[config.mk]
export PLATFORM = sky130hd
export DESIGN_NAME = issue_combiner
export DESIGN_NICKNAME = d
export VERILOG_FILES = /design/src/rtl/fetch_pkg.sv /design/src/rtl/issue_combiner.sv
export SDC_FILE = /design/constraint.sdc
export NUM_CORES = 1
export LEC_CHECK = 0
export BUFFER_PORTS_ARGS = -buffer_cell sky130_fd_sc_hd__buf_4
export CAP_MARGIN = 20
export CORE_AREA = 2 2 160 162
export DETAILED_ROUTE_END_ITERATION = 7
export DIE_AREA = 0 0 162 164
export PLACE_DENSITY_LB_ADDON = 0.25
export SLEW_MARGIN = 25
export SYNTH_ARGS = -nofsm -noshare
export SYNTH_HDL_FRONTEND = slang
export SYNTH_SLANG_ARGS = --single-unit
[constraint.sdc]
create_clock -name vclk -period 1.1
set_input_delay 0.165 -clock vclk [all_inputs]
set_output_delay 0.165 -clock vclk [all_outputs]
set_load 0.05 [all_outputs]
[src/rtl/fetch_pkg.sv]
package fetch_pkg;

    // instruction word and pc width
    localparam int XLEN = 32;

    // fetch fault code carried with each slot
    localparam int FAULT_W = 2;

    typedef enum logic [FAULT_W-1:0] {
        FAULT_NONE     = 2'd0,
        FAULT_MISALIGN = 2'd1,
        FAULT_PAGE     = 2'd2,
        FAULT_ACCESS   = 2'd3
    } fault_e;

    // fifo word layout, lowest field first
    localparam int PC_LSB = 0;
    localparam int INST_LSB = PC_LSB + XLEN;
    localparam int BRANCH_BIT = INST_LSB + XLEN;
    localparam int TAKEN_BIT = BRANCH_BIT + 1;
    localparam int TARGET_LSB = TAKEN_BIT + 1;
    localparam int FAULT_LSB = TARGET_LSB + XLEN;
    localparam int VALID_BIT = FAULT_LSB + FAULT_W;

    // 101 bits in total
    localparam int ENTRY_W = VALID_BIT + 1;

endpackage

[src/rtl/issue_combiner.sv]
`timescale 1ns/1ps

module issue_combiner
    import fetch_pkg::*;
(
    input  logic                      pause_i,
    input  logic [1:0]                send_en_i,
    input  logic [1:0][ENTRY_W-1:0]   lane_data_i,
    input  logic [1:0]                lane_empty_i,
    output logic [1:0]                lane_pop_o,
    output logic [1:0]                issue_valid_o,
    output logic [1:0][XLEN-1:0]      issue_inst_o,
    output logic [1:0][XLEN-1:0]      issue_pc_o,
    output fault_e [1:0]              issue_fault_o,
    output logic [1:0]                issue_is_branch_o,
    output logic [1:0]                issue_pred_taken_o,
    output logic [1:0][XLEN-1:0]      issue_pred_target_o
);

    logic [1:0] head_real;
    logic [1:0] head_bubble;

    always_comb begin
        for (int i = 0; i < 2; i++) begin
            head_real[i]   = !lane_empty_i[i] && lane_data_i[i][VALID_BIT];
            head_bubble[i] = !lane_empty_i[i] && !lane_data_i[i][VALID_BIT];
        end
    end

    assign issue_valid_o = head_real & {2{!pause_i}};

    // taken by the decoder, or a squashed slot dropped on its own
    assign lane_pop_o = (issue_valid_o & send_en_i) | (head_bubble & {2{!pause_i}});

    always_comb begin
        for (int i = 0; i < 2; i++) begin
            if (issue_valid_o[i]) begin
                issue_pc_o[i]          = lane_data_i[i][PC_LSB +: XLEN];
                issue_inst_o[i]        = lane_data_i[i][INST_LSB +: XLEN];
                issue_is_branch_o[i]   = lane_data_i[i][BRANCH_BIT];
                issue_pred_taken_o[i]  = lane_data_i[i][TAKEN_BIT];
                issue_pred_target_o[i] = lane_data_i[i][TARGET_LSB +: XLEN];
                issue_fault_o[i]       = fault_e'(lane_data_i[i][FAULT_LSB +: FAULT_W]);
            end else begin
                issue_pc_o[i]          = '0;
                issue_inst_o[i]        = '0;
                issue_is_branch_o[i]   = 1'b0;
                issue_pred_taken_o[i]  = 1'b0;
                issue_pred_target_o[i] = '0;
                issue_fault_o[i]       = FAULT_NONE;
            end
        end
    end

endmodule

Word-level counts from Yosys, hierarchy flattened
Cells that the tools add are included.
{"block": "totals", "romBits": 0, "latch_bits": 0, "out_inout_bits": 204, "mem_bits_rw": 0, "mem_count": 0, "elab_cells": 25, "regBits": 0, "input_bits": 207}
{"block": "classes", "eq_ne": 0, "div": 0, "n_reduce_logical": 9, "add_sub_neg": 0, "mul": 0, "muxes": 12, "shift": 0, "order_cmp": 0, "bitwise": 4}
{"op": "32-bit 2-to-1 mux", "n": 6}
{"op": "2-bit bitwise AND", "n": 3}
{"op": "1-bit zero test", "n": 5}
{"op": "1-bit logical AND", "n": 4}
{"op": "1-bit 2-to-1 mux", "n": 4}
{"op": "2-bit 2-to-1 mux", "n": 2}
{"op": "2-bit OR", "n": 1}

Longest topological paths before layout
{"block": "logic_depth", "word_depth": 5, "mapped_depth": 4, "depth_no_buf": 2}

Least setup slack after synthesis
No wires, ideal clock.
{"block": "synth_timing", "path_type": "input port to output port", "start": "input port send_en_i[0]", "end": "output port lane_pop_o[0]", "path_buffers": 0, "path_stages": 2, "setup_slack_ns": -0.460, "arrival_time_ns": 1.395, "required_time_ns": 0.935, "path_cell_list": "inv_1 > a211oi_1"}
{"block": "synth_between", "elab_chain_cells": 2}
{"element": "start, declared", "line_no": "issue_combiner.sv:7", "rtl": "input logic [1:0] send_en_i,"}
{"element": "2-bit bitwise AND", "line_no": "issue_combiner.sv:33", "rtl": "assign lane_pop_o = (issue_valid_o & send_en_i) | (head_bubble & {2{!pause_i}});"}
{"element": "2-bit OR", "line_no": "issue_combiner.sv:33"}
{"element": "end, declared", "line_no": "issue_combiner.sv:10", "rtl": "output logic [1:0] lane_pop_o,"}
No other way between the ends.

==> results_dict.tcl <==
set metrics [dict create \
    status "finished, violations left" \
    violations "setup timing" \
    pre_cts_slack_ns -0.425 \
    synth_top_area_share_pct 88.5 \
    cts_hold_buf 0 \
    avgSynthCellArea_um2 6.20 \
    arrival_ns 1.26 \
    drive_above_1_share_pct 99.5 \
    synth_cell_types 7 \
    drt-total-wl_um 13500 \
    gr-total-overflow 0 \
    drt_iter0_drc 50 \
    dieArea_um2 26600 \
    hp-start "lane_data_i[201]" \
    hold_viol_final 0 \
    die_y_um 164 \
    finalMaxSlewViolations 0 \
    p_int_mw 1.27 \
    cp.required_ns 0.94 \
    fin_ws_ns -0.320 \
    synth_area_um2 1410 \
    gp_congestion 0.714 \
    leakage_nw 3.51 \
    initial_core_util_pct 5.70 \
    ioPinCount 411 \
    grt_util_all_layers_pct 7.18 \
    die_x_um 162 \
    tightest_slew_ns 0.277 \
    vdd_drop_max_mv 0.140 \
    clock.fmax_mhz 704 \
    criticalPathCategory "primary input to output pin" \
    hold_class "primary input to output pin" \
    grt_pass1_wl_um 15200 \
    antenna_found_initial 0 \
    power_per_cell_area_nw_per_um2 348 \
    cap_violations 0 \
    seq_area_um2 0 \
    wire_per_inst_um 13.7 \
    grt_max_degree 77 \
    synth.yosys.seq_area_share_pct 0 \
    drc 0 \
    dr.pass1.iters 4 \
    via_per_inst 3.18 \
    placed_area_um2 5240 \
    holdPathEnd "lane_pop_o[1]" \
    start_kind "primary input" \
    share_seq_of_total_power_pct 0 \
    postLayoutCoreUtil_pct 28.2 \
    p_switching_mw 1.16 \
    ys_warn_count 0 \
    p_comb_share_pct 100.0 \
    swShare_pct 47.6 \
    period_share_pct 129 \
    syn-instance-count 228 \
    hpwl_um 9790 \
    grt_pass1_vias 2838 \
    setup_viol 202 \
    nFlopsAndLatches 0 \
    design_area_um2 7010 \
    core_um2 24800 \
    syn_nets 435 \
    n_clock_buffer 0 \
    syn2layout_area_growth_pct 396 \
    nets 864 \
    num_rows 58 \
    portBuffers 411 \
    end_kind "output pin" \
    cp_max_fo 7 \
    rsz0062_at_grt "yes" \
    num_vias 3137 \
    slew_headroom_pct 81.5 \
    power_frac_clock_pct 0 \
    ant_nets 0 \
    fin_crit_ns 1.42 \
    final_cells 985 \
    hold_depth 3 \
    total_power_mw 2.44 \
    dp.cells 960 \
    diodes 0 \
    synthTopCellsByArea "and2_1 88%, clkbuf_2 6.4%, nor3b_2 1.8%, a211oi_1 1.1%, buf_4 1.1%" \
    synth.largest_area_cell "and2_1" \
]
cells by family (layout without fill, tap and decap cells):
group                  Yosys count  count (layout)  share of synthesized area [%]
AO/OA/AOI/OAI                    2               2                           1.06
AND/OR/NAND/NOR                202             202                           90.3
buffers and inverters           24             451                           8.67
power groups by stage:
stage / Clock, mW / Sequential [mW] / Combinational [mW]
after floorplan: 0 / 0 / 0.995
after global placement: 0 / 0 / 1.94
after detailed placement: 0 / 0 / 1.93
after CTS: 0 / 0 / 2.15
after global routing: 0 / 0 / 2.53
final: 0 / 0 / 2.44
cells in the mapped netlist:
library cell and n:
and2_1 200, clkbuf_2 18, a211oi_1 2, buf_2 2
buf_4 2, inv_1 2, nor3b_2 2
placed cells by master, fill, tap and decap left out, drive strengths merged:
cell type	synthesis	routed
clkbuf	18	9
a211oi	2	2
inv	2	2
buf	4	440
and2	200	200
nor3b	2	2
critical path: stages:
cell     delay, ns
buf_8         0.10
nor3b_4       0.20
buf_6         0.14
buf_12        0.13
buf_6         0.12
buf_6         0.11
and2_4        0.15
buf_8         0.14
through the flow:
| stage | hold slack, ns | setup TNS, ns |
|---|---|---|
| after floorplan | 0.422 | -6.24 |
| after global placement | 0.696 | -68.29 |
| after detailed placement | 0.699 | -66.35 |
| after CTS | 0.669 | -49.67 |
| after global routing | 0.664 | -58.80 |
| final | 0.633 | -50.02 |
worst max path at each step:
| stage | start | end | slack [ns] | cells past startpoint |
|---|---|---|---|---|
| after floorplan | lane_empty_i[0] | issue_fault_o[0] | -0.04 | 4 |
| after global placement | lane_empty_i[1] | issue_pc_o[39] | -0.45 | 6 |
| after detailed placement | lane_empty_i[1] | issue_pc_o[39] | -0.42 | 6 |
| after CTS | pause_i | issue_pc_o[39] | -0.33 | 7 |
| after global routing | pause_i | issue_pc_o[36] | -0.35 | 7 |
| final | lane_empty_i[0] | issue_pc_o[8] | -0.32 | 8 |
cell type report:
| type | count | area, um2 |
|---|---|---|
| fill | 2595 | 17800 |
| tap | 330 | 413 |
| inverter | 2 | 7.51 |
| timing repair buffer | 449 | 4890 |
| multi-input combinational | 204 | 1700 |
metal layers:
metal	GRT usage [%]	share of wire [%]
met1	7.48	34
met2	14.9	55
met3	2.05	10
met4	0	0.67
met5	0	0
what timing repair did:
action                                  in CTS  in global routing
resized for setup                          227                195
gates cloned                                 1                 17
pin swaps                                   20                 65
setup buffers                                3                  5
endpoints found under the setup margin     203                203
No activity file was read; power rests on OpenSTA's default activity.
