### config.mk
export PLATFORM = sky130hd
export DESIGN_NAME = inst_fifo
export DESIGN_NICKNAME = d
export VERILOG_FILES = /design/src/rtl/inst_fifo.sv
export SDC_FILE = /design/constraint.sdc
export NUM_CORES = 2
export LEC_CHECK = 0
export ABC_AREA = 1
export BUFFER_PORTS_ARGS = -buffer_cell sky130_fd_sc_hd__buf_4
export CAP_MARGIN = 30
export CORE_MARGIN = 2
export CORE_UTILIZATION = 50
export CTS_BUF_LIST = sky130_fd_sc_hd__clkbuf_4 sky130_fd_sc_hd__clkbuf_8
export CTS_CLUSTER_DIAMETER = 50
export DETAILED_ROUTE_END_ITERATION = 7
export PLACE_DENSITY_LB_ADDON = 0.1
export SKIP_CTS_REPAIR_TIMING = 1
export SLEW_MARGIN = 15
export SYNTH_ARGS = -nofsm -noshare
export SYNTH_HDL_FRONTEND = slang
export SYNTH_SLANG_ARGS = --single-unit
### constraint.sdc
create_clock -name clk -period 12.57 [get_ports clk]
set_input_delay 3.1425 -clock clk [delete_from_list [all_inputs] [get_ports clk]]
set_output_delay 3.1425 -clock clk [all_outputs]
set_load 0.03 [all_outputs]
### src/rtl/inst_fifo.sv
`timescale 1ns/1ps

module inst_fifo #(
    parameter int DEPTH = 32,
    parameter int WIDTH = 101
) (
    input  logic             clk,
    input  logic             rst,
    input  logic             flush_i,
    input  logic             push_i,
    input  logic [WIDTH-1:0] push_data_i,
    input  logic             pop_i,
    output logic [WIDTH-1:0] pop_data_o,
    output logic             full_o,
    output logic             empty_o
);

    localparam int AW = (DEPTH > 1) ? $clog2(DEPTH) : 1;

    // pointers wrap on their own since depth is a power of two
    generate
        if ((DEPTH & (DEPTH - 1)) != 0) begin : gen_depth_check
            $error("inst_fifo: DEPTH must be a power of two");
        end
    endgenerate

    logic [WIDTH-1:0] mem [DEPTH];
    logic [AW-1:0]    wr_ptr;
    logic [AW-1:0]    rd_ptr;
    logic [AW:0]      count;
    logic             do_push;
    logic             do_pop;

    assign full_o  = (count == DEPTH[AW:0]);
    assign empty_o = (count == '0);

    // first word falls through
    assign pop_data_o = mem[rd_ptr];

    assign do_pop  = pop_i && !empty_o;
    assign do_push = push_i && (!full_o || do_pop);

    always_ff @(posedge clk) begin
        if (do_push) begin
            mem[wr_ptr] <= push_data_i;
        end
    end

    always_ff @(posedge clk) begin
        if (rst) begin
            wr_ptr <= '0;
            rd_ptr <= '0;
            count  <= '0;
        end else if (flush_i) begin
            wr_ptr <= '0;
            rd_ptr <= '0;
            count  <= '0;
        end else begin
            if (do_push) begin
                wr_ptr <= wr_ptr + 1'b1;
            end
            if (do_pop) begin
                rd_ptr <= rd_ptr + 1'b1;
            end
            case ({do_push, do_pop})
                2'b10: count <= count + 1'b1;
                2'b01: count <= count - 1'b1;
                default: count <= count;
            endcase
        end
    end

    // push controller must hold off a full lane
    a_no_push_full: assert property (
        @(posedge clk) disable iff (rst || flush_i)
        (push_i && full_o) |-> pop_i
    ) else $error("inst_fifo: push while full");

    // combiner only pops a lane that shows a head
    a_no_pop_empty: assert property (
        @(posedge clk) disable iff (rst || flush_i)
        !(pop_i && empty_o)
    ) else $error("inst_fifo: pop while empty");

endmodule

After elaboration in Yosys (flattened, before gate mapping) --
Memory sizes are Yosys's and may differ from the RTL's. A register that Yosys moved wholly into a read port is not among the register bits. Index checks and enable logic that the tools add are counted.
Storage, ports and cells: register bits after elaboration 16, output and inout port bits 103, word-level logic and storage cells 24, input bits 106, memory bits (writable) 3232, memories kept 1
Memory list:
- mem | depth 32, bits a word 101, read ports 1, clocked after Yosys merged registers in 1, write ports 1, RTL line 27 | logic [WIDTH-1:0] mem [DEPTH];
Operators by class: equality and inequality tests 3, mux-type cells 5, add/subtract/negate cells 4, reductions and logical operators 8
Operators with widths (number):
- one-hot mux 6 bit (2 select lines) | 1
- adder 5 x 1 -> 5 bit (second input constant) | 2
- two-way mux 5 bit | 2
- adder 6 x 1 -> 6 bit (second input constant) | 1
- == test 6 bit (second input constant) | 1
- zero test 6 bit | 1
- subtractor 6 x 1 -> 6 bit (second input constant) | 1
- == test 2 x 1 -> 1 bit (second input constant) | 1
- == test 2 bit (second input constant) | 1
- logical AND 1 bit | 2
- zero test 1 bit | 2
- two-way mux 1 bit | 2
- nonzero test 2 bit | 1
- OR reduction 2 bit | 1
- logical OR 1 bit | 1

Logic depth before layout (Yosys ltp) --
depth in word-level cells 7, mapped depth 15

Worst setup path before layout --
OpenSTA, ideal clock, no wires.
path kind input to register, start point input pop_i, end point memory mem[31][0] (enable), setup slack 1.430 ns, cell stages on the path 6, setup time 0.685 ns, path buffers 0, arrival 10.454 ns, cells stage by stage inv_1 -> nand2_1 -> nand2_1 -> inv_1 -> nand2_2 -> nor3_1
On the way: longest elaborated chain between the ends 5
RTL lines:
- start: declaration | RTL line 12 | input logic pop_i,
- logical AND 1 bit | RTL line 40 | assign do_pop = pop_i && !empty_o;
- logical OR 1 bit | RTL line 41 | assign do_push = push_i && (!full_o || do_pop);
- logical AND 1 bit | RTL line 41
- two-way mux 1 bit | RTL line 44 | if (do_push) begin
- two-way mux 1 bit (implied by the code) | RTL line 45 | mem[wr_ptr] <= push_data_i;
- end: declaration | RTL line 27
Every way passes these cells.

==> key figures <==
Run
  – Number of max-cap violations: 0

Clocking
  – Latest clock arrival within the worst-skew pair: 1150 ps
  – CTS clk-pin slew, worst paths: 60 ps
  – Clock buffer count from CTS: 549
  – TritonCTS clock tree: yes
  – Max clock buf depth: 4
  – Sink Count: 3253
  – Root Driver: clkbuf_8
  – H-tree lvl count: 6

Detailed routing
  – Vias per cell: 5.86
  – WL/cell: 26.2 um
  – First DRT Iteration DRCs: 9063
  – Residual DRC: 0
  – Detailed Route WL: 383000 um
  – DR pass1 iterations: 6
  – Post-DRT Antenna Nets: 0
  – Routed vias: 85600

Cells and area
  – Share of layout cells above drive strength 1: 11.0%
  – Post-Layout Cell Count: 14600
  – FILL cells: 21400
  – FF+latch area: 97500 um^2
  – Commonest non-fill, non-tap cells in the layout: nand2_1, edfxtp_1, nand3_1
  – Area growth syn-to-layout: 10.9%
  – Most common cell after layout, fill and taps aside: nand2_1
  – Nets: 10900
  – Multi-input gate area: 28900 um^2

Setup path
  – Kind of critical path: register to output port
  – Worst path cell trace: buf_12, buf_4, buf_16, buf_12, nand2_1, nand3_1, nand3_1, nand2_1, nand2_1, nand2_1, nand2_1, nand2_1, buf_4
  – WP data required: 9430 ps
  – Most used cell, CP: nand2_1
  – FF-to-FF Start: count[0]$_SDFFE_PP0P_
  – CP max stage cell: buf_12
  – Instance count on the critical path: 13
  – Worst setup EP type: output port
  – Worst EP arrival: 5720 ps
  – Element type at the critical path start: register
  – R2r setup slk: 8090 ps
  – Critical path's top delay family: buffers and inverters
  – R2r endpoint: mem[10][9]$_DFFE_PP_
  – CP bufs+invs: 5
  – Worst-path fanout max: 227
  – Cells on worst reg2reg path: 10
  – Max stage delay on crit path: 800 ps

GRT
  – Overall routing resource usage: 28.5%
  – Antenna violations before repair: 21
  – Largest net degree at the start of global routing: 335
  – Gr busiest metal: met2
  – First-pass GRT wire length: 558000 um
  – Met1 GRT Util: 39.9%
  – Vias in the first global route: 83100
  – Total grt overflow: 0
  – Met3 usage: 4.37%
  – M2 GR Usage: 46.4%

Yosys
  – Synth Area per Inst: 12.3 um^2
  – Xor-xnor portion of the synthesized cell area: 0.0336%
  – Largest family of logic cells by synthesized area: simple AND/OR/NAND/NOR gates
  – Synth warn: 0
  – Cell taking the most area after synthesis: edfxtp_1
  – Synth Net Count: 10700
  – Post-synthesis cell area: 130000 um^2
  – Yosys reg bits: 3253
  – Synth Area in Adders: 0.102%
  – Synth area leaders: edfxtp_1, nand3_1, nand2_1
  – Synth top area share: 74.4%
  – Mux contribution to synthesized area: 0%
  – Unique masters post-synth: 27
  – Complex-gate fraction of the synthesized area: 0.0767%
  – Post-Syn Instances: 10600
  – Post-synthesis simple-gate area fraction: 21.8%
  – Seq/Total Area, Yosys: 74.7%

Floorplanning
  – Ports: 209
  – Die width: 515 um
  – Rows: 187
  – Core area: 259000 um^2
  – Die height: 515 um
  – Die area: 265000 um^2
  – Initial Util: 50.3%

STA
  – Achievable Freq: 113 MHz
  – Worst slew pin tran: 1240 ps
  – Clk_skew: 52.5 ps
  – Setup violators final: 0
  – Final Hold Vio Count: 0
  – Final Max Tran Viols: 0
  – Final setup TNS: 0 ps
  – RSZ-0062 raised after global routing: no
  – Final period utilization: 70.5%
  – Final min period: 8860 ps
  – Rel. slew slack: 17.1%

Min path
  – Worst Hold Class: register to register
  – Hold path start: rd_ptr[0]$_SDFFE_PP0N_
  – Hold Crit Depth: 1
  – Hold EP: rd_ptr[0]$_SDFFE_PP0N_

Pwr
  – Leak: 50.9 nW
  – Maximum VDD drop: 0.105 mV
  – Pwr per Cell Area: 155 nW/um^2

Placement
  – Placed cells: 13700
  – Final GP Congestion: 0.753
  – Port Buffers: 208
  – DP HPWL: 168000 um

Status
  – Outcome: completed
[cells in the mapped netlist (all sizes together)]
| cell | count |
|---|---|
| nand2 | 3603 |
| a21oi | 10 |
| inv | 29 |
| nand4 | 1 |
| o21ai | 10 |
| xnor2 | 1 |
| nor2 | 54 |
| edfxtp | 3232 |
| nor3 | 3 |
| fa | 1 |
| buf | 602 |
| nand3b | 1 |
| nor3b | 1 |
| clkbuf | 93 |
| xor2 | 4 |
| dfxtp | 21 |
| ha | 9 |
| nand3 | 2927 |
[worst max path at each step]
stage	from	endpoint
6_report	register	pop_data_o[14]
5_1_grt	register	pop_data_o[14]
4_1_cts	register	pop_data_o[14]
3_5_place_dp	register	pop_data_o[14]
3_3_place_gp	register	pop_data_o[69]
2_1_floorplan	pop_i	mem[31][0]$_DFFE_PP_
[report_power, final]
part	internal, mW	total (mW)	switching (mW)
registers	12.0	12.0	0.0172
logic	0.389	1.44	1.05
clock network	4.69	8.94	4.25
total	17.1	22.4	5.31
[final cells by class]
cell class | instances | share of cell area, %
clock buffer | 731 | 6.20
clock inverter | 208 | 0.846
antenna | 8 | 0.0138
timing repair buffer | 367 | 2.52
multi-input combinational | 6625 | 20.0
tap | 3402 | 2.94
sequential | 3253 | 67.4
inverter | 29 | 0.120
[per-stage QoR]
stage	utilization [%]	hold WS [ps]	setup WS [ps]	area (um^2)	power (mW)
after floorplan	-	459	1430	130000	13.1
after global placement	51.6	475	4710	134000	13.6
after detailed placement	51.8	488	4870	134000	13.6
after CTS	55.7	500	3610	145000	22.5
after global routing	55.8	546	3410	145000	23.1
final	55.8	504	3710	145000	22.4
[cells by family after synthesis]
| group | after synthesis |
|---|---|
| buf+inv | 724 |
| compound gates | 20 |
| flops | 3253 |
| simple gates | 6590 |
| xor+xnor | 5 |
| fa+ha+maj | 10 |
[state kept, by name, indices dropped and copies added, names as in the netlist, named ones only]
register,flops
rd_ptr,5
count,6
mem,3232
wr_ptr,5
[per-layer routing]
| layer | vias to the layer above | wire length, um | part of all wire [%] |
|---|---|---|---|
| met4 | 24 | 10200 | 2.7 |
| met1 | 43000 | 160000 | 42 |
| met3 | 702 | 30400 | 7.9 |
| li1 | 38200 | - | - |
| met2 | 3710 | 183000 | 48 |
| met5 | - | 149 | 0.039 |
Power figures use the tool's default switching activity.
